--- src/common/mem_pkg.sv ---
// mem package: byte lane SRAM geometry and the per-lane request structure
package mem_pkg;

  ////////////////////////////////////////
  // lane geometry
  ////////////////////////////////////////

  // number of byte wide banks
  localparam int unsigned MEM_CEN = 4;
  // word address width per bank, 1024 entries
  localparam int unsigned MEM_ADR = 10;
  // bank data width
  localparam int unsigned MEM_DAT = 8;

  // per-lane address and data
  typedef logic [MEM_ADR-1:0] mem_adr_t;
  typedef logic [MEM_DAT-1:0] mem_dat_t;

  // request to all banks
  // each lane has its own enable, address and data, write flag is shared
  typedef struct packed {
    logic [MEM_CEN-1:0]   cen;
    logic                 wen;
    mem_adr_t [MEM_CEN-1:0] adr;
    mem_dat_t [MEM_CEN-1:0] wdt;
  } mem_req_t;

  // read data from all banks, lane 0 lowest
  typedef mem_dat_t [MEM_CEN-1:0] mem_rdt_t;

endpackage : mem_pkg

--- src/common/tcb_pkg.sv ---
// tcb package: bus widths, logarithmic size encoding and request structures
package tcb_pkg;

  ////////////////////////////////////////
  // bus geometry
  ////////////////////////////////////////

  // byte address width
  localparam int unsigned TCB_ADR = 12;
  // data width
  localparam int unsigned TCB_DAT = 32;
  // byte lanes on the data bus
  localparam int unsigned TCB_BYT = TCB_DAT / 8;
  // width of the byte offset within a word
  localparam int unsigned TCB_MAX = $clog2(TCB_BYT);

  ////////////////////////////////////////
  // vector types
  ////////////////////////////////////////

  // byte address
  typedef logic [TCB_ADR-1:0] tcb_adr_t;
  // data, lane 0 in the LSB byte
  typedef logic [TCB_DAT-1:0] tcb_dat_t;
  // one enable bit per byte lane
  typedef logic [TCB_BYT-1:0] tcb_byt_t;

  ////////////////////////////////////////
  // transfer size
  ////////////////////////////////////////

  // log2 of the number of bytes in a transfer
  // value 3 is not issued on this bus
  typedef enum logic [1:0] {
    TCB_SIZ_BYTE = 2'd0,
    TCB_SIZ_HALF = 2'd1,
    TCB_SIZ_WORD = 2'd2
  } tcb_siz_e;

  ////////////////////////////////////////
  // requests
  ////////////////////////////////////////

  // manager side request
  // write data is LSB aligned regardless of address offset
  typedef struct packed {
    // write flag, read when low
    logic     wen;
    // byte address
    tcb_adr_t adr;
    // logarithmic size
    tcb_siz_e siz;
    // write data, LSB aligned
    tcb_dat_t wdt;
  } tcb_log_req_t;

  // lane aligned request
  // enables and data already sit on their byte lanes
  typedef struct packed {
    // write flag, read when low
    logic     wen;
    // byte address, unchanged
    tcb_adr_t adr;
    // byte enables, rotated by offset
    tcb_byt_t byt;
    // write data, rotated by offset
    tcb_dat_t wdt;
  } tcb_byt_req_t;

endpackage : tcb_pkg

--- src/tcb/tcb_size_to_byte.sv ---
// tcb size to byte: logarithmic size to byte enables, lane rotation of write and read data
module tcb_size_to_byte (
  input  logic                  clk,
  input  logic                  arst_n,
  // manager request
  input  logic                  vld,
  input  tcb_pkg::tcb_log_req_t req,
  // lane aligned request
  output logic                  byt_vld,
  output tcb_pkg::tcb_byt_req_t byt_req,
  // lane read data from banks
  input  mem_pkg::mem_rdt_t     mem_rdt,
  // manager response
  output logic                  rsp_vld,
  output tcb_pkg::tcb_dat_t     rdt
);

  ////////////////////////////////////////
  // helpers
  ////////////////////////////////////////

  // LSB aligned mask with 2**siz ones
  function automatic tcb_pkg::tcb_byt_t siz_mask(input tcb_pkg::tcb_siz_e siz);
    tcb_pkg::tcb_byt_t msk;
    for (int i = 0; i < tcb_pkg::TCB_BYT; i++) begin
      msk[i] = (i < (1 << siz));
    end
    return msk;
  endfunction : siz_mask

  ////////////////////////////////////////
  // request path
  ////////////////////////////////////////

  // byte offset within the word
  logic [tcb_pkg::TCB_MAX-1:0] req_off;
  // read accepted this cycle
  logic                        req_ren;
  // enables and data on their lanes
  tcb_pkg::tcb_byt_t           req_byt;
  tcb_pkg::tcb_dat_t           req_wdt;

  assign req_off = req.adr[tcb_pkg::TCB_MAX-1:0];
  assign req_ren = vld & ~req.wen;

  // rotate enables and data left by offset
  // byte i of the request lands on lane (i + off) mod 4
  always_comb begin
    tcb_pkg::tcb_byt_t           msk;
    logic [tcb_pkg::TCB_MAX-1:0] lane;
    msk     = siz_mask(req.siz);
    req_byt = '0;
    req_wdt = '0;
    for (int i = 0; i < tcb_pkg::TCB_BYT; i++) begin
      // offset add wraps in TCB_MAX bits
      lane = req_off + i[tcb_pkg::TCB_MAX-1:0];
      req_byt[lane]         = msk[i];
      req_wdt[8*lane +: 8]  = req.wdt[8*i +: 8];
    end
  end

  // strobe goes straight on, no handshake stall
  assign byt_vld = vld;

  // address untouched, controller splits it
  assign byt_req = '{
    wen: req.wen,
    adr: req.adr,
    byt: req_byt,
    wdt: req_wdt
  };

  ////////////////////////////////////////
  // response path
  ////////////////////////////////////////

  // offset and size of the read in flight
  logic [tcb_pkg::TCB_MAX-1:0] rsp_off;
  tcb_pkg::tcb_siz_e           rsp_siz;

  // one stage, matches bank read latency
  always_ff @(posedge clk or negedge arst_n) begin
    if (!arst_n) begin
      rsp_vld <= 1'b0;
      rsp_off <= '0;
      rsp_siz <= tcb_pkg::TCB_SIZ_BYTE;
    end else begin
      rsp_vld <= req_ren;
      // hold previous values on writes and idle cycles
      if (req_ren) begin
        rsp_off <= req_off;
        rsp_siz <= req.siz;
      end
    end
  end

  // rotate lanes right by offset, zero bytes above size
  always_comb begin
    tcb_pkg::tcb_byt_t           msk;
    logic [tcb_pkg::TCB_MAX-1:0] lane;
    msk = siz_mask(rsp_siz);
    rdt = '0;
    for (int i = 0; i < tcb_pkg::TCB_BYT; i++) begin
      lane = rsp_off + i[tcb_pkg::TCB_MAX-1:0];
      // byte i of the response comes from lane (i + off) mod 4
      rdt[8*i +: 8] = msk[i] ? mem_rdt[lane] : 8'h00;
    end
  end

endmodule : tcb_size_to_byte
--- config.mk ---
export PLATFORM = sky130hd
export DESIGN_NAME = tcb_size_to_byte
export DESIGN_NICKNAME = d
export VERILOG_FILES = /design/src/common/mem_pkg.sv /design/src/common/tcb_pkg.sv /design/src/tcb/tcb_size_to_byte.sv
export SDC_FILE = /design/constraint.sdc
export NUM_CORES = 1
export LEC_CHECK = 0
export BUFFER_PORTS_ARGS = -buffer_cell sky130_fd_sc_hd__buf_2
export CAP_MARGIN = 40
export CORE_ASPECT_RATIO = 2
export CORE_MARGIN = 4
export CORE_UTILIZATION = 40
export DETAILED_ROUTE_END_ITERATION = 8
export PLACE_DENSITY_LB_ADDON = 0.05
export SETUP_SLACK_MARGIN = 0.4
export SLEW_MARGIN = 15
export SYNTH_ARGS = -nofsm -noshare
export SYNTH_HDL_FRONTEND = slang
export SYNTH_SLANG_ARGS = --single-unit
--- constraint.sdc ---
create_clock -name clk -period 5.9 [get_ports clk]
set_input_delay 1.18 -clock clk [delete_from_list [all_inputs] [get_ports clk]]
set_output_delay 1.18 -clock clk [all_outputs]
set_load 0.03 [all_outputs]
# Word-level counts from Yosys, hierarchy flattened
# Cells that the tools add are included.
[word_totals]
regBits = 5
inputBits = 82
word_cells = 77
[classes]
n_addsub = 10
n_lt_le_gt_ge = 20
shift = 10
mux = 26
n_bitwise = 4
reduce_logical = 4
[ops]
columns = ["cell", "count"]
rows = [
  ["5-bit negator with 34-bit output", 4],
  ["8-bit by 34-bit variable shift with 32-bit output (first input constant)", 4],
  ["8-bit by 34-bit variable part select with 32-bit output", 4],
  ["3-bit by 32-bit < comparator with 1-bit output (first input constant)", 4],
  ["32-bit bitwise mux", 3],
  ["8-bit binary-select mux with 2-bit select", 4],
  ["1-bit by 32-bit < comparator with 1-bit output (first input constant)", 2],
  ["2-bit by 32-bit < comparator with 1-bit output (first input constant)", 2],
  ["8-bit two-way mux", 8],
  ["1-bit by 2-bit left shift with 32-bit output (first input constant)", 2],
  ["32-bit bitwise AND", 1],
  ["2-bit by 3-bit < comparator with 1-bit output (second input constant)", 8],
  ["4-bit bitwise mux", 3],
  ["2-bit adder (second input constant)", 4],
  ["1-bit demux with 2-bit select", 4],
  ["2-bit by 1-bit >= comparator with 1-bit output (second input constant)", 4],
  ["2-bit by 1-bit adder with 2-bit output (second input constant)", 2],
  ["4-bit bitwise AND", 1],
  ["1-bit logical AND", 4],
  ["1-bit two-way mux", 4],
  ["1-bit bitwise AND", 1],
  ["1-bit NOT", 1],
]

# Depth between registers and ports, before layout
# Gate-level depths: netlist (run 1).
[logic_depth]
ltp_word = 8
ltp_mapped = 9
ltp_nobuf = 6

# Worst setup path before layout (run 1)
# OpenSTA, ideal clock, no wires.
[synth_path]
kind = "input to output"
start = "input port req[34] (netlist name)"
end = "output port byt_req[23] (netlist name)"
arrival_time_ps = 2884
t_required_ps = 4720
slack_ps = 1836
cell_stages = 8
path_cell_list = "buf_2 inv_1 ha_1 buf_6 or3b_4 nor4_4 a22oi_1 o21ai_1"
[synth_lines]
columns = ["item", "line", "source"]
rows = [
  ["start, declared", "tcb_size_to_byte.sv:7", "input tcb_pkg::tcb_log_req_t req,"],
  ["end, declared", "tcb_size_to_byte.sv:10", "output tcb_pkg::tcb_byt_req_t byt_req,"],
]

==> metrics.cfg, run 1 <==
[die]
row_count=39
die_w_um=62.9
fp.dieH_um=118
start_util_pct=41.5
io_pins=165
core-area_um2=5810
die-area_um2=7410

[hold_path]
hp-class=flop to flop

[setup_path]
cp.arrival_ns=3.50
required_ns=4.72
worst-path-max-fanout=17
r2r_setup_slack_ns=4.89
path_class=input port to primary output
start_kind=input port
cp-end-kind=primary output

[routing]
drc=0
vias=2777
viasPerCell=6.35
drt-initial-drc-count=239
wl_per_cell_um=19.3
firstDrtPassIters=5
ant_nets=0
drt_wl_total_mm=8.41

[clock_tree]
cts_tree=built
cts_buffers=3
cts_sinks=5
clockRootBuffer=clkbuf_16
post-cts-setup-buffers=0
h-tree-depth=1
clk_pin_slew_worst_paths_ns=0.03
cts_buffer_depth=2
post_cts_resize_count=0
cts_hold_buf=0
clock_latency_ns=0.23

[layout]
fin_nets=467
syn2layout_area_growth_pct=29.3
drive_gt1_share_pct=55.3
num_antenna_cells=0

[power]
ir_worst_vdd_uv=92.0
leakage_nw=1.49
power_density_nw_per_um2=182
total_power_w=0.000568

[sta]
setup_viol=0
rsz0062_at_grt=no
clock.fmax_mhz=214
min_period_ns=4.68
fin_crit_sh_pct=79.4
whs_ns=0.510
fin_worst_skew_ns=0
worst_pin_slew_ns=0.906
finalHoldViolCount=0
worst_slack_ns=1.22
drv_slew=0
maxSlewHeadroom_pct=39.5
final.setup.tns_ns=0

[yosys]
synth_ff_type=dfrtp_1
async_reset_ff_share_pct=100
synth_adder_area_share_pct=4.15
synth_simple_gate_area_share_pct=31.9
synth_xor_area_share_pct=0
avgSynthCellArea_um2=9.35
ys_ff_latch=5
synth-seq-area-share_pct=5.19
ys_types=49
synthesis.area_um2=2410
synth_top_family_by_area=simple AND/OR/NAND/NOR gates
syn-num-nets=348
yosys_warnings=0
syn_inst=258
muxShareOfSynthArea_pct=31.7
synth_compound_area_share_pct=17.3
synth_edf_count=0

[flow_run]
cap_violations=0

[placement]
gp_congestion=0.894
port_buffers=144
post-place-ws_ns=1.22
place_hpwl_mm=6.91

[global_routing]
grt_usage_pct=21.3
first_global_vias=2661
grt.overflow.total=0
antenna_found_initial=0
grt_pass1_wl_mm=13.1
grt_max_degree=34

[outcome]
status=finished clean

-- layout make-up --
| class | count | area, um2 |
|---|---|---|
| fillers | 595 | 2690 |
| flip-flops and latches | 5 | 126 |
| clock buffers | 3 | 75.1 |
| multi-input cells | 215 | 2050 |
| repair buffers | 148 | 768 |
| well taps | 61 | 76.3 |
| inverters | 4 | 15.0 |
| clock inverters | 1 | 5.00 |
-- logic make-up (layout without fill, tap and decap cells) --
| family | after synthesis | after routing |
|---|---|---|
| AND/OR/NAND/NOR | 122 | 122 |
| AO/OA/AOI/OAI | 49 | 49 |
| buffers and inverters | 38 | 156 |
| multiplexers | 36 | 36 |
| adder cells (fa/ha/maj) | 8 | 8 |
| flip-flops | 5 | 5 |
-- routing by layer --
metal  track usage, %  part of all wire [%]  routed length (um)
met5                0                     0                   0
met4             9.54                   4.0                 337
met3             2.77                   8.0                 677
met2             41.0                    55                4620
met1             22.1                    33                2780
-- worst paths after layout --
path	start	end	depth (start not counted)
max in group asynchronous	arst_n	rsp_off[0]$_DFFE_PN0P_	1
worst min register to register	rsp_siz[0]$_DFFE_PN0P_	rsp_siz[0]$_DFFE_PN0P_	1
min in group asynchronous	arst_n	rsp_siz[0]$_DFFE_PN0P_	1
worst max register to register	rsp_off[0]$_DFFE_PN0P_	rsp_off[0]$_DFFE_PN0P_	1
worst max-delay path	req[34]	byt_req[16]	8
worst min-delay path	rsp_siz[0]$_DFFE_PN0P_	rsp_siz[0]$_DFFE_PN0P_	1
-- state kept, by name (all words and copies together), names as in the netlist --
name,count
rsp_siz,2
rsp_off,2
rsp_vld,1
-- power by group --
group          switching [W]  leakage [nW]  internal, W
Sequential         0.0000156        0.0588    0.0000389
Clock              0.0000225        0.0409    0.0000885
Combinational       0.000236          1.39     0.000166
-- cells in the mapped netlist (2+ instances only) --
cell | n | area share (%)
buf_4 | 17 | 5.3
nor2_1 | 10 | 1.6
inv_1 | 4 | 0.62
nand2_1 | 46 | 7.2
or2_1 | 2 | 0.52
and2_1 | 16 | 4.1
nor2_2 | 2 | 0.52
nor2b_1 | 9 | 2.3
nand3_1 | 5 | 1.0
a22o_1 | 4 | 1.5
mux2_2 | 4 | 1.9
buf_6 | 2 | 0.93
a211oi_1 | 3 | 0.93
ha_1 | 8 | 4.1
a21oi_1 | 2 | 0.41
nor4_2 | 2 | 1.0
nor3_2 | 2 | 0.83
a222oi_1 | 15 | 6.2
a221o_1 | 4 | 1.7
buf_2 | 10 | 2.1
clkbuf_1 | 4 | 0.62
nor3_1 | 2 | 0.41
nand4_1 | 4 | 1.0
dfrtp_1 | 5 | 5.2
a22oi_1 | 17 | 5.3
mux4_2 | 32 | 30
nor4_4 | 5 | 4.4
-- critical path, cell delays in order --
cell and delay (ns):
buf_2 0.21, inv_1 0.17, ha_1 0.47, or3b_4 0.50, nor4_4 0.47, a22oi_1 0.18
nand2_1 0.12, buf_2 0.20
-- metrics by stage --
step	std cells	area [um2]	utilization [%]
after floorplan	258	2410	-
after global placement	431	3010	51.8
after detailed placement	432	3010	51.8
after CTS	436	3090	53.2
after global routing	437	3120	53.7
final	437	3120	53.7
-- cells in the final DEF, fill, tap and decap left out, drive strengths merged, types with 8 or more instances in the layout --
| cell | n |
|---|---|
| a222oi | 15 |
| a22oi | 17 |
| and2 | 16 |
| buf | 148 |
| ha | 8 |
| mux4 | 32 |
| nand2 | 46 |
| nor2 | 13 |
| nor2b | 9 |
| nor4 | 8 |
Power figures use the tool's default switching activity.
==> run 2, diff against run 1 <==
Clock period 5.9 ns to 4.7 ns, I/O delays scaled along.
==> run 2 against run 1 <==
Worst setup slack lost 0.59 ns. Critical path depth stayed put. Non-clock buffer count is 4 higher. Die area unchanged. First-iteration DRC count decreased by 22%. Sequential power up 13%. Clock skew unchanged. Sequential share of layout area barely moved. Clock power rose by 26%. Register-to-register slack lost 1.2 ns. Via count grew 0.32%. Critical endpoint is now byt_req[19].
==> metrics.cfg, run 2 (synthesis gave the netlist of run 1 again) <==
[outcome]
status=finished clean

[sta]
clock.fmax_mhz=245
drv_slew=0  ; unchanged
maxSlewHeadroom_pct=52.6  ; +13 points
fin_crit_sh_pct=86.8
rsz0062_at_grt=no
min_period_ns=4.08
finalHoldViolCount=0  ; unchanged
worst_pin_slew_ns=0.708  ; -0.198 ns
final.setup.tns_ns=0  ; unchanged
fin_worst_skew_ns=0  ; unchanged
setup_viol=0  ; unchanged

[layout]
final_area_um2=3140  ; +0.84%
layout_common_cells=buf_2, nand2_1, mux4_2
drive_gt1_share_pct=55.8  ; +0.47 points
finalNonFillerCells=441  ; +0.92%
layout_commonest_cell=buf_2
num_antenna_cells=0  ; unchanged
fin_nets=471  ; +0.86%
syn2layout_area_growth_pct=30.3
reg_top3=rsp_off x2, rsp_siz x2, rsp_vld x1

[power]
power_frac_clock_pct=19.6  ; about the same
power_frac_seq_pct=8.6  ; -1.0 points
ir_worst_vdd_uv=104  ; +13%
switching_power_w=0.000344  ; +26%
leakage_nw=1.51  ; +0.93%
combPwrFrac_pct=71.7  ; +0.9 points
power.internal_w=0.000370  ; +26%
swShare_pct=48.2  ; -0.066 points
power_density_nw_per_um2=227  ; +25%

[setup_path]
start_kind=input port
cp-end-kind=primary output
path_class=input port to primary output
worst-path-max-fanout=17  ; unchanged
cp.arrival_ns=3.14  ; -0.36 ns
required_ns=3.76  ; -0.96 ns

[clock_tree]
cts_buffer_depth=2  ; unchanged
cts_buffers=3  ; unchanged
cts_sinks=5  ; unchanged
cts_hold_buf=0  ; unchanged
h-tree-depth=1  ; unchanged
clockRootBuffer=clkbuf_16
cts_tree=built
clock_latency_ns=0.22  ; about the same
post-cts-setup-buffers=0  ; unchanged
clk_pin_slew_worst_paths_ns=0.03  ; about the same
post_cts_resize_count=0  ; unchanged

[die]
die-area_um2=7410  ; unchanged
fp.dieH_um=118  ; unchanged
row_count=39  ; unchanged
die_w_um=62.9  ; unchanged
io_pins=165  ; unchanged
start_util_pct=41.5  ; unchanged
core-area_um2=5810  ; unchanged

[placement]
dp_cells=436  ; +0.93%
place_hpwl_mm=6.87  ; -0.54%
gp_congestion=0.898  ; +0.51%
port_buffers=144  ; unchanged
placed_cell_area_um2=3040  ; +1.1%

[global_routing]
grt_pass1_wl_mm=13.6  ; +3.6%
grt_max_degree=34  ; unchanged
antenna_found_initial=0  ; unchanged
grt_usage_pct=22.1  ; +0.73 points
grt.overflow.total=0  ; unchanged
first_global_vias=2828  ; +6.3%

[routing]
viasPerCell=6.32  ; -0.59%
vias=2786  ; +0.32%
ant_nets=0  ; unchanged
drc=0  ; unchanged
firstDrtPassIters=6  ; +1
drt-initial-drc-count=186  ; -22%
wl_per_cell_um=19.3  ; +0.33%
drt_wl_total_mm=8.52  ; +1.2%

[flow_run]
cap_violations=0  ; unchanged

[hold_path]
hp-class=input port to async pin

run 2: cell types whose count changed in the layout (fill, tap and decap cells not counted), sizes merged:
cell / change
buf: +4
clkbuf: +1
clkinv: -1
run 2: routing by layer:
| metal | track usage, % | wire length, um | up-vias |
|---|---|---|---|
| met5 | 0 | 0 | - |
| met4 | 10.8 | 284 | 0 |
| met3 | 2.77 | 616 | 21 |
| met2 | 43.1 | 4750 | 167 |
| met1 | 21.9 | 2870 | 1328 |
| li1 | - | - | 1270 |
run 2: final timing paths:
kind	cells after the start	from	to	slack, ns
min reg2reg	1	rsp_siz[0]$_DFFE_PN0P_	rsp_siz[0]$_DFFE_PN0P_	0.54
min	1	arst_n	rsp_vld$_DFF_PN0_	0.52
max	8	req[34]	byt_req[19]	0.62
max reg2reg	2	rsp_off[0]$_DFFE_PN0P_	rsp_off[0]$_DFFE_PN0P_	3.69
min in group clk	1	rsp_siz[0]$_DFFE_PN0P_	rsp_siz[0]$_DFFE_PN0P_	0.54
max in group asynchronous	1	arst_n	rsp_off[0]$_DFFE_PN0P_	4.03
run 2: cell type report:
class                   count  area (um2)
multi-input cells         215        2050
fillers                   566        2660
well taps                  61        76.3
inverters                   4        15.0
flip-flops and latches      5         126
repair buffers            152         793
clock buffers               4        78.8
run 2: metrics by stage:
step	worst slack, ns	util [%]	power (W)	hold slack, ns
after CTS	0.549	53.8	0.000714	0.524
final	0.622	54.1	0.000714	0.523
after detailed placement	0.556	52.4	0.000571	0.521
after global routing	0.478	54.1	0.000759	0.525
after floorplan	1.12	-	0.000448	0.482
after global placement	0.590	52.4	0.000565	0.494
run 2: worst max-delay path: stages:
cell      delay (ns)
buf_2           0.21
inv_1           0.17
ha_1            0.50
nor2_2          0.16
nor3_2          0.58
a222oi_1        0.23
nand2_1         0.12
buf_2           0.21
run 2: power groups by stage:
stage,logic (W),registers [W],clock network (W)
finish,0.000512,0.0000615,0.000140
global placement,0.000487,0.0000783,0
detailed placement,0.000491,0.0000794,0
floorplan,0.000396,0.0000527,0
global route,0.000548,0.0000635,0.000148
CTS,0.000493,0.0000788,0.000142
