<file path="config.mk">
export PLATFORM = sky130hd
export DESIGN_NAME = tcb_misaligned_memory_controller
export DESIGN_NICKNAME = d
export VERILOG_FILES = /design/src/common/mem_pkg.sv /design/src/common/tcb_pkg.sv /design/src/tcb/tcb_misaligned_memory_controller.sv
export SDC_FILE = /design/constraint.sdc
export NUM_CORES = 1
export LEC_CHECK = 0
export BUFFER_PORTS_ARGS = -buffer_cell sky130_fd_sc_hd__buf_2
export CORE_MARGIN = 3
export CORE_UTILIZATION = 32
export DETAILED_ROUTE_END_ITERATION = 12
export PLACE_DENSITY = 0.85
export RECOVER_POWER = 100
export SYNTH_ARGS = -nofsm -noshare
export SYNTH_HDL_FRONTEND = slang
export SYNTH_SLANG_ARGS = --single-unit
</file>
<file path="constraint.sdc">
create_clock -name vclk -period 1.1
set_input_delay 0.055 -clock vclk [all_inputs]
set_output_delay 0.055 -clock vclk [all_outputs]
set_load 0.02 [all_outputs]
</file>
<file path="src/common/mem_pkg.sv">
// mem package: byte lane SRAM geometry and the per-lane request structure
package mem_pkg;

  ////////////////////////////////////////
  // lane geometry
  ////////////////////////////////////////

  // number of byte wide banks
  localparam int unsigned MEM_CEN = 4;
  // word address width per bank, 1024 entries
  localparam int unsigned MEM_ADR = 10;
  // bank data width
  localparam int unsigned MEM_DAT = 8;

  // per-lane address and data
  typedef logic [MEM_ADR-1:0] mem_adr_t;
  typedef logic [MEM_DAT-1:0] mem_dat_t;

  // request to all banks
  // each lane has its own enable, address and data, write flag is shared
  typedef struct packed {
    logic [MEM_CEN-1:0]   cen;
    logic                 wen;
    mem_adr_t [MEM_CEN-1:0] adr;
    mem_dat_t [MEM_CEN-1:0] wdt;
  } mem_req_t;

  // read data from all banks, lane 0 lowest
  typedef mem_dat_t [MEM_CEN-1:0] mem_rdt_t;

endpackage : mem_pkg

</file>
<file path="src/common/tcb_pkg.sv">
// tcb package: bus widths, logarithmic size encoding and request structures
package tcb_pkg;

  ////////////////////////////////////////
  // bus geometry
  ////////////////////////////////////////

  // byte address width
  localparam int unsigned TCB_ADR = 12;
  // data width
  localparam int unsigned TCB_DAT = 32;
  // byte lanes on the data bus
  localparam int unsigned TCB_BYT = TCB_DAT / 8;
  // width of the byte offset within a word
  localparam int unsigned TCB_MAX = $clog2(TCB_BYT);

  ////////////////////////////////////////
  // vector types
  ////////////////////////////////////////

  // byte address
  typedef logic [TCB_ADR-1:0] tcb_adr_t;
  // data, lane 0 in the LSB byte
  typedef logic [TCB_DAT-1:0] tcb_dat_t;
  // one enable bit per byte lane
  typedef logic [TCB_BYT-1:0] tcb_byt_t;

  ////////////////////////////////////////
  // transfer size
  ////////////////////////////////////////

  // log2 of the number of bytes in a transfer
  // value 3 is not issued on this bus
  typedef enum logic [1:0] {
    TCB_SIZ_BYTE = 2'd0,
    TCB_SIZ_HALF = 2'd1,
    TCB_SIZ_WORD = 2'd2
  } tcb_siz_e;

  ////////////////////////////////////////
  // requests
  ////////////////////////////////////////

  // manager side request
  // write data is LSB aligned regardless of address offset
  typedef struct packed {
    // write flag, read when low
    logic     wen;
    // byte address
    tcb_adr_t adr;
    // logarithmic size
    tcb_siz_e siz;
    // write data, LSB aligned
    tcb_dat_t wdt;
  } tcb_log_req_t;

  // lane aligned request
  // enables and data already sit on their byte lanes
  typedef struct packed {
    // write flag, read when low
    logic     wen;
    // byte address, unchanged
    tcb_adr_t adr;
    // byte enables, rotated by offset
    tcb_byt_t byt;
    // write data, rotated by offset
    tcb_dat_t wdt;
  } tcb_byt_req_t;

endpackage : tcb_pkg

</file>
<file path="src/tcb/tcb_misaligned_memory_controller.sv">
// tcb misaligned memory controller: per-lane SRAM enables and addresses for any byte offset
module tcb_misaligned_memory_controller (
  // lane aligned request
  input  logic                  vld,
  input  tcb_pkg::tcb_byt_req_t req,
  // bank request
  output mem_pkg::mem_req_t     mem
);

  ////////////////////////////////////////
  // address split
  ////////////////////////////////////////

  // word address of the first byte
  mem_pkg::mem_adr_t           adr;
  // following word address
  mem_pkg::mem_adr_t           nxt;
  // byte offset within the word
  logic [tcb_pkg::TCB_MAX-1:0] off;

  // drop the offset bits
  assign adr = req.adr[tcb_pkg::TCB_MAX +: mem_pkg::MEM_ADR];
  assign off = req.adr[tcb_pkg::TCB_MAX-1:0];

  // wraps from the top word back to word 0
  assign nxt = adr + mem_pkg::mem_adr_t'(1);

  ////////////////////////////////////////
  // lane mapping
  ////////////////////////////////////////

  // lanes below the offset carry the bytes that spill
  // past the word boundary, so they address the next word
  // both words are reached in the same cycle
  always_comb begin
    // chip enables only while the strobe is high
    mem.cen = {mem_pkg::MEM_CEN{vld}} & req.byt;
    // write flag shared by all banks
    mem.wen = req.wen;
    for (int i = 0; i < mem_pkg::MEM_CEN; i++) begin
      // word or next word per lane
      if (i < off) begin
        mem.adr[i] = nxt;
      end else begin
        mem.adr[i] = adr;
      end
      // data already rotated onto lanes upstream
      mem.wdt[i] = req.wdt[mem_pkg::MEM_DAT*i +: mem_pkg::MEM_DAT];
    end
  end

endmodule : tcb_misaligned_memory_controller

</file>
After elaboration in Yosys (flattened, before gate mapping). Index checks and enable logic that the tools add are counted.

$add $sub $neg: 1. Magnitude comparators: 3. Multiplexer cells: 3. Bitwise logic cells: 1.

Operators with widths (number): 2-to-1 mux 10 bit (3); adder 10 x 1 -> 10 bit, second input constant (1); bitwise AND 4 bit (1); less-than comparator 1 x 2 -> 1 bit, first input constant (2); less-than comparator 2 bit, first input constant (1).

Register bits after elaboration: 0. Input bits: 50. Output and inout port bits: 77. Logic and storage cells: 8.

Longest topological paths before layout. Gate-level depths: netlist of the first run.

Word-level depth: 2. Depth in mapped cells: 4. Mapped depth without buffers: 4.

Worst setup path before layout of the first run. No wires, ideal clock.

Path kind: input to output. Start point: input req[38] in the netlist's numbering. End point: output mem[58] in the netlist's numbering. Data arrival time: 1041 ps. Slack: 4 ps. Stages: 4. Cells stage by stage: ha_1 nand3_1 nor3_1 xor2_1.

RTL lines: start: declaration (RTL line tcb_misaligned_memory_controller.sv:5) `input tcb_pkg::tcb_byt_req_t req,`; end: declaration (RTL line tcb_misaligned_memory_controller.sv:7) `output mem_pkg::mem_req_t mem`.

==> results of run 1 <==
## Yosys cell counts (all sizes together)
cell / n / area share
buf: 49 / 0.40
nor3: 11 / 0.067
inv: 2 / 0.0084
nand4: 4 / 0.045
mux2: 3 / 0.038
o21ai: 2 / 0.011
clkbuf: 1 / 0.0056
and2: 4 / 0.028
nor4: 2 / 0.038
xnor2: 9 / 0.088
xor2: 18 / 0.18
nand3: 4 / 0.022
ha: 1 / 0.014
nand2: 5 / 0.024
nor2: 8 / 0.034
## what timing repair did
action / CTS / global route
setup endpoints to repair: 18 / 15
buffers inserted: 3 / 2
pin swaps: 7 / 12
resized for setup: 27 / 23
## critical path, stage by stage
cell and delay [ns]:
sky130_fd_sc_hd__buf_8 0.08, sky130_fd_sc_hd__buf_6 0.09, sky130_fd_sc_hd__nand4_4 0.21, sky130_fd_sc_hd__nor4_4 0.27
sky130_fd_sc_hd__xor2_1 0.17, sky130_fd_sc_hd__buf_4 0.16
## path summary, 6_finish.rpt
kind	startpoint	end	slack, ns	cells after the start
worst max-delay path	req[39]	mem[59]	-0.001	6
worst min-delay path	req[11]	mem[11]	0.11	0
## layout make-up
class	instances	area (sq um)
Inverter	2	7.507
Multi-Input combinational cell	71	629.4
Fill cell	267	1376
Tap cell	30	37.54
Timing Repair Buffer	81	516.7
## kinds of logic (layout without fill, tap and decap cells)
group / Yosys count / in the layout / synth area share
and+or+nand+nor: 38 / 38 / 0.2570
buffers and inverters: 52 / 83 / 0.4162
AOI/OAI and AO/OA: 2 / 2 / 0.01117
muxes: 3 / 3 / 0.03771
xor gates and xnor gates: 27 / 27 / 0.2640
adders and majority gates: 1 / 1 / 0.01396
## power breakdown
part / internal, W / leakage [nW] / switching [W] / total, W
logic: 0.000220 / 0.526 / 0.000328 / 0.000548
registers: 0 / 0 / 0 / 0
clock network: 0 / 0 / 0 / 0
## per-stage QoR
| step | total power (W) | instances | TNS (ns) |
|---|---|---|---|
| 2_1_floorplan | 0.0004962 | 123 | 0 |
| 3_3_place_gp | 0.0004848 | 179 | -1.094 |
| 3_5_place_dp | 0.0004882 | 179 | -1.455 |
| 4_1_cts | 0.0005319 | 182 | 0 |
| 5_1_grt | 0.0005848 | 184 | -0.5353 |
| 6_report | 0.0005481 | 184 | -0.001137 |
## routing by layer
layer  GRT usage  part of all wire  vias to the layer above
met5           0                 0                        -
met1      0.1533              0.37                      383
met2      0.2334              0.53                       45
met3     0.01535             0.084                        8
met4     0.02913             0.014                        0
li1            -                 -                      415
## cells in the final DEF (no fill, tap or decap)
master	n
sky130_fd_sc_hd__and2_1	4
sky130_fd_sc_hd__buf_2	16
sky130_fd_sc_hd__buf_4	27
sky130_fd_sc_hd__buf_6	5
sky130_fd_sc_hd__buf_8	4
sky130_fd_sc_hd__clkbuf_1	22
sky130_fd_sc_hd__clkbuf_2	7
sky130_fd_sc_hd__ha_4	1
sky130_fd_sc_hd__inv_1	1
sky130_fd_sc_hd__inv_2	1
sky130_fd_sc_hd__mux2_2	3
sky130_fd_sc_hd__nand2_1	4
sky130_fd_sc_hd__nand2_4	1
sky130_fd_sc_hd__nand3_1	3
sky130_fd_sc_hd__nand3_4	1
sky130_fd_sc_hd__nand4_1	3
sky130_fd_sc_hd__nand4_4	1
sky130_fd_sc_hd__nor2_1	5
sky130_fd_sc_hd__nor2_2	1
sky130_fd_sc_hd__nor2_4	2
sky130_fd_sc_hd__nor3_2	11
sky130_fd_sc_hd__nor4_4	2
sky130_fd_sc_hd__o21ai_0	1
sky130_fd_sc_hd__o21ai_1	1
sky130_fd_sc_hd__xnor2_1	9
sky130_fd_sc_hd__xor2_1	18
==> results.txt, run 1 <==
The summed area of non-filler cells in the final layout is 1191 sq um. The via count of the first global-routing pass is 787. The diode insertion count for antenna repair came out at 0.

The total cell area at the placement stage is 985.9 sq um. In this run, the number of DRC markers left after iteration 0 of detailed routing was 23. During synthesis, Yosys emitted a total of 0 warnings.

Setup repair after global routing could not meet its margin everywhere. The die is 58.91 um tall. The floorplan has 18 rows. The summed instance area of the synthesized netlist is 895.9 sq um. The worst vdd rail ir drop is 0.0002204 V. The count of input and output buffers came out at 61. The post-detailed-routing wire length came out at 2431 um. In the final layout, flip-flops and latches occupy 0 sq um. The die covers 3470 sq um. The starting density of the core is 0.3489. The total setup violations reported at the end of the flow came out at 1. The final net count is 207. Data arrives at the worst endpoint at 1.05 ns. The area growth from synthesis to layout is 32.96%. The checks that failed: setup timing. The category of the most critical setup path is in2out. The number of iterations in the first detailed-routing pass is 4. The die boundary width came out at 58.91 um. The total via count after detailed routing came out at 851.

The average detailed-routed wire length per instance came out at 13.21 um. Hold is met by 0.1100 ns. The clock period minus final worst setup slack came out at 1.101 ns.

The total power per unit cell area came out at 460.2 nW/um^2. The number of slew-limit violations in the final report is 0. The post-placement setup slack is -0.2139 ns. The final layout contains a sequential cell count of 0. The fraction of layout cells with a size suffix above 1 is 0.5390.

The number of hold-repair buffers added at the cts stage came out at 0. Of the available clock period, the critical path in the final layout requires 1.001. The highest fanout seen on the critical path came out at 8. The core area is 2567 sq um. The number of nets in the synthesized netlist came out at 174. The aggregate global routing overflow is 0. The maximum number of pins on one net before global-route repair came out at 10. The core occupancy in the finished layout is 0.4639. The count of nets left with antenna violations once routing finished came out at 0.

The global-route total usage across every layer is 0.1263. At the end of routability-driven placement, the weighted congestion stood at 0.7294. The share of the Yosys chip area taken by registers is 0. The cell count after synthesis came out at 123.

The vias per cell is 4.625. The top achievable clock speed came out at 908.2 MHz. After legalization and detailed placement, the total HPWL measured 1841 um. For the worst setup path, the data required time is 1.04 ns.

The run finished, with violations left. STA classifies the critical path startpoint as a primary input. The first global-routing pass estimated 3519 um of wire.

The number of antenna violations at the first check in global routing came out at 0. The actual transition at the worst max-transition pin is 0.4177 ns. The count of maximum capacitance violations came out at 0. The total count of hold-check failures in the final report came out at 0. The worst path setup slack after routing came out at -0.001137 ns.

During I/O placement, the number of pins put on the boundary was 127. The detailed-route DRC error count is 0. The reported leakage power is 0.5264 nW.

The number of distinct library cell variants in the gate-level netlist after synthesis came out at 21. The min-delay analysis places its worst path in the category in2out. The headroom to the max-slew limit is 0.7197. The clock buffer count in the final layout is 0. The average footprint of a synthesized cell is 7.283 sq um. The worst setup path is captured at a primary output.
(Power assumes the default switching activity.)
==> inputs of run 2 (changes only) <==
CORE_MARGIN = 1.5   (was 3)
==> run 2 against run 1 <==
The run still ends with setup timing left; wire length is 9.0% lower; global-route usage hardly changed; largest cell class unchanged; setup slack worse by 0.038 ns.
==> results.txt, run 2 (synthesis gave the netlist of run 1 again) <==
The flow ran to the end, but the final reports show violations. The final reports fail on setup timing. The core area came out at 2710 sq um.

Setup repair after global routing could not meet its margin everywhere. The number of standard cells in the final layout excluding fillers is 185. The count of maximum capacitance violations came out at 0. For this block, the initial DRC count from the detailed router was 6.

The final net count came out at 207. The die covers 3126 sq um. The worst path setup slack after routing is -0.03891 ns. The global placement routability congestion came out at 0.7627. The type of the tightest min-delay check is in2out. Hold repair after CTS inserted 0 buffers.

Compared with the post-synthesis result, the final layout area differs by 32.82%. The via count of the first global-routing pass came out at 781. The first-pass GRT wire length came out at 3339 um.

From bottom edge to top edge, the die measures 55.91 um. The count of input and output buffers came out at 61. The headroom to the max-slew limit is 0.8013. The reported leakage power came out at 0.5435 nW.

Dividing total power by cell area gives a power density of 457.1 nW/um^2. The average detailed-routed wire length per instance is 11.96 um. The footprint of the flip-flops and latches is 0 sq um.

The worst endpoint required time is 1.04 ns. 0 antenna diodes ended up in the layout. The number of slew-limit violations in the final report came out at 0. The library cells used most frequently in the layout, excluding fill and tap cells, are sky130_fd_sc_hd__buf_4, sky130_fd_sc_hd__buf_2, sky130_fd_sc_hd__clkbuf_1, sky130_fd_sc_hd__xor2_1. The remaining number of nets flagged by the antenna check after routing came out at 0. At the pin with the least slew margin, the transition time is 0.2970 ns. The number of iterations in the first detailed-routing pass is 2. STA classifies the critical path endpoint as a primary output. The library cell used most frequently in the layout, excluding fill and tap cells, is sky130_fd_sc_hd__buf_4. The critical path is of the in2out type.

Row generation in the floorplan step produced 19 rows. The core occupancy in the finished layout came out at 0.4391. The number of antenna violations at the first check in global routing came out at 0.

From left edge to right edge, the die measures 55.91 um. The number of inserted filler cells in the final layout came out at 285. The clock period minus final worst setup slack is 1.139 ns.

The data arrival time of the worst path came out at 1.08 ns. The maximum number of pins on one net before global-route repair came out at 10. The HPWL after detailed placement came out at 1742 um. The startpoint identified for the worst hold timing path is req[31]. The total count of hold-check failures in the final report is 0. The critical path starts at req[39].

The detailed-route DRC error count came out at 0. After detailed placement, the design holds a cell count of 182. The worst setup path is launched from a primary input. The global-route total usage across every layer came out at 0.1267. The starting density of the core is 0.3306. The vias per cell came out at 4.557. In the finished design, the share of the clock period the worst path needs comes to 1.035. The post-detailed-routing wire length is 2212 um. The total power of the final layout came out at 0.0005439 W. The clock buffer count in the final layout is 0. The summed area of non-filler cells in the final layout came out at 1190 sq um. The aggregate global routing overflow came out at 0.

The final route contains 843 vias. The number of placed I/O pins came out at 127. The fraction of layout cells with a size suffix above 1 is 0.5455. The highest fanout seen on the critical path is 8. The worst vdd rail ir drop came out at 0.0002243 V. The total cell area at the placement stage came out at 1027 sq um.

The final layout contains a sequential cell count of 0. The total setup violations reported at the end of the flow is 7. Static timing analysis puts the maximum clock frequency at 878.0 MHz.
==> run 2: where the power goes <==
part           total [W]  internal, W  switching, W
registers              0            0             0
clock network          0            0             0
logic           0.000544     0.000223      0.000321
==> run 2: area by class of cell <==
cell class | instances | area (sq um) | share of cell area
inverter | 2 | 7.507 | 0.006309
multi-input combinational | 71 | 615.6 | 0.5174
tap | 31 | 38.79 | 0.03260
timing repair buffer | 81 | 528.0 | 0.4437
==> run 2: path summary, 6_finish.rpt <==
check,endpoint,slack [ns],depth (start not counted)
setup / recovery,mem[47],-0.04,7
hold / removal,mem[31],0.11,0
==> run 2: worst max-delay path, cell delays in order <==
cell and delay (ns):
sky130_fd_sc_hd__buf_8 0.09, sky130_fd_sc_hd__buf_12 0.10, sky130_fd_sc_hd__nand4_4 0.22, sky130_fd_sc_hd__buf_6 0.21, sky130_fd_sc_hd__nor2_4 0.09, sky130_fd_sc_hd__xor2_1 0.16, sky130_fd_sc_hd__buf_4 0.16
==> run 2: timing repair <==
item,CTS,global route
pin swaps,10,8
resized for setup,28,14
endpoints found under the setup margin,18,16
setup buffers,3,0
==> run 2: per-layer routing <==
| layer | wire length [um] | share of wire | track usage | up-vias |
|---|---|---|---|---|
| met1 | 751 | 0.34 | 0.1273 | 376 |
| met2 | 1189 | 0.54 | 0.2568 | 36 |
| met3 | 210 | 0.095 | 0.02791 | 14 |
| met4 | 61 | 0.028 | 0.03401 | 0 |
| li1 | - | - | - | 417 |
| met5 | 0 | 0 | 0 | - |
==> run 2: through the flow <==
stage | hold WS [ns] | TNS (ns) | setup WS (ns)
5_1_grt | 0.1100 | -0.7499 | -0.09786
6_report | 0.1100 | -0.1380 | -0.03891
4_1_cts | 0.1101 | -0.02727 | -0.01431
3_5_place_dp | 0.1101 | -1.862 | -0.2563
2_1_floorplan | 0.2226 | 0 | 0.004320
3_3_place_gp | 0.1101 | -1.255 | -0.1585
==> inputs of run 3 (changes only) <==
MAX_ROUTING_LAYER = met4   (was unset)
==> run 3 against run 2 <==
The flow still finishes with violations (setup timing); final area did not move; sequential share of layout area did not move; maximum frequency did not move; global-route usage rose by 0.35 points; combinational power barely moved; die area did not move; core utilization did not move; highest routed layer unchanged.
==> results.txt, run 3 (synthesis gave the netlist of run 1 again) <==
The via count of the first global-routing pass is 781. After layout, the worst setup slack is -0.03891 ns. The HPWL after detailed placement came out at 1742 um. After layout, the clock buffer instance count stands at 0. The worst setup path is launched from a primary input. The number of antenna violations at the first check in global routing came out at 0. For this configuration, the core starts out at a cell density of 0.3306. The first routing iteration left 6 violations. The reported leakage power came out at 0.5435 nW. The worst setup path is of the in2out kind. Setup repair after global routing could not meet its margin everywhere. The data arrival time of the worst path came out at 1.08 ns. The maximum number of pins on one net before global-route repair is 10. The count of input and output buffers came out at 61. For the worst setup path, the data required time is 1.04 ns. The type of the tightest min-delay check is in2out.

The number of placed I/O pins is 127. The vertical die dimension is 55.91 um. Summing all multi-input logic gate instances after layout gives 615.6 sq um. The actual transition at the worst max-transition pin is 0.2970 ns. The worst setup path is captured at a primary output.

After detailed routing, the total wire length is 2212 um. The number of slew-limit violations in the final report came out at 0. The die footprint came out at 3126 sq um. The final net count came out at 207. The library cells used most frequently in the layout, excluding fill and tap cells, are sky130_fd_sc_hd__buf_4, sky130_fd_sc_hd__buf_2, sky130_fd_sc_hd__clkbuf_1, sky130_fd_sc_hd__xor2_1. The final clock period utilization by the worst path is 1.035. After detailed placement, the total cell area comes to 1027 sq um. After detailed placement, the design holds a cell count of 182.

The diode insertion count for antenna repair came out at 0. The first-pass GRT wire length came out at 3339 um. The footprint of the flip-flops and latches is 0 sq um. For this run, design rule violations remaining after detail routing come to 0. The worst vdd rail ir drop is 0.0002243 V.

The aggregate global routing overflow came out at 0. The count of maximum capacitance violations came out at 0. The global-route total usage across every layer is 0.1303. The highest fanout seen on the critical path is 8. The clock period minus final worst setup slack came out at 1.139 ns. The average detailed-routed wire length per instance came out at 11.96 um. The number of standard cells in the final layout excluding fillers came out at 185. The total power per unit cell area is 457.0 nW/um^2.

Summing all non-filler instances in the final layout gives an area of 1190 sq um. The layout overhead on the synthesized area came out at 32.82%. The remaining number of nets flagged by the antenna check after routing is 0. The total count of hold-check failures in the final report is 0. Measured along the x axis, the die boundary spans 55.91 um. Headroom to the max-slew limit came out at 0.8013. The vias per cell came out at 4.557.

The library cell used most frequently in the layout, excluding fill and tap cells, is sky130_fd_sc_hd__buf_4. The number of iterations in the first detailed-routing pass came out at 2. The completed layout was analyzed and its total power is 0.0005438 W.

The run finished, with violations left. The total via count after detailed routing came out at 843. The top achievable clock speed came out at 878.0 MHz. The number of inserted filler cells in the final layout came out at 285. The checks that failed: setup timing. In the final timing run, aggregate negative setup slack is -0.1380 ns. The total setup violations reported at the end of the flow is 7. The fraction of layout cells with a size suffix above 1 came out at 0.5455. At the end of routability-driven placement, the weighted congestion stood at 0.7728. The core area is 2710 sq um.

The count of sequential standard cells is 0. The number of rows created at floorplan came out at 19.
run 3: repair_timing:
| action | 4_1_cts | 5_1_grt |
|---|---|---|
| gates resized for setup | 28 | 14 |
| endpoints found under the setup margin | 18 | 16 |
| setup buffers | 3 | 0 |
| pin swaps | 10 | 8 |
| hold buffers | 0 | 0 |
run 3: final cells by class:
type / count / share of cell area
multi-input cells: 71 / 0.5174
repair buffers: 81 / 0.4437
inverters: 2 / 0.006309
well taps: 31 / 0.03260
run 3: critical path, stage by stage:
cell	delay, ns
sky130_fd_sc_hd__buf_8	0.09
sky130_fd_sc_hd__buf_12	0.10
sky130_fd_sc_hd__nand4_4	0.22
sky130_fd_sc_hd__buf_6	0.21
sky130_fd_sc_hd__nor2_4	0.09
sky130_fd_sc_hd__xor2_1	0.16
sky130_fd_sc_hd__buf_4	0.16
run 3: worst paths after layout:
kind | cells after the start | from | endpoint
max | 7 | req[39] | mem[47]
min | 0 | req[31] | mem[31]
run 3: stage by stage:
step | setup WS (ns) | hold slack (ns) | util
2_1_floorplan | 0.004320 | 0.2226 | -
3_3_place_gp | -0.1585 | 0.1101 | 0.3790
3_5_place_dp | -0.2563 | 0.1101 | 0.3790
4_1_cts | -0.01431 | 0.1101 | 0.4317
5_1_grt | -0.09786 | 0.1100 | 0.4391
6_report | -0.03891 | 0.1100 | 0.4391
run 3: power breakdown:
part           switching (W)  internal [W]  leakage, nW
sequential                 0             0            0
combinational       0.000321      0.000223        0.543
clock                      0             0            0
run 3: layer usage:
metal  track usage  up-vias  wire [um]
li1              -      417          -
met1        0.1301      376        766
met2        0.2568       36       1189
met3       0.02326       14        195
met4       0.03401        0         61
met5             -        -          0
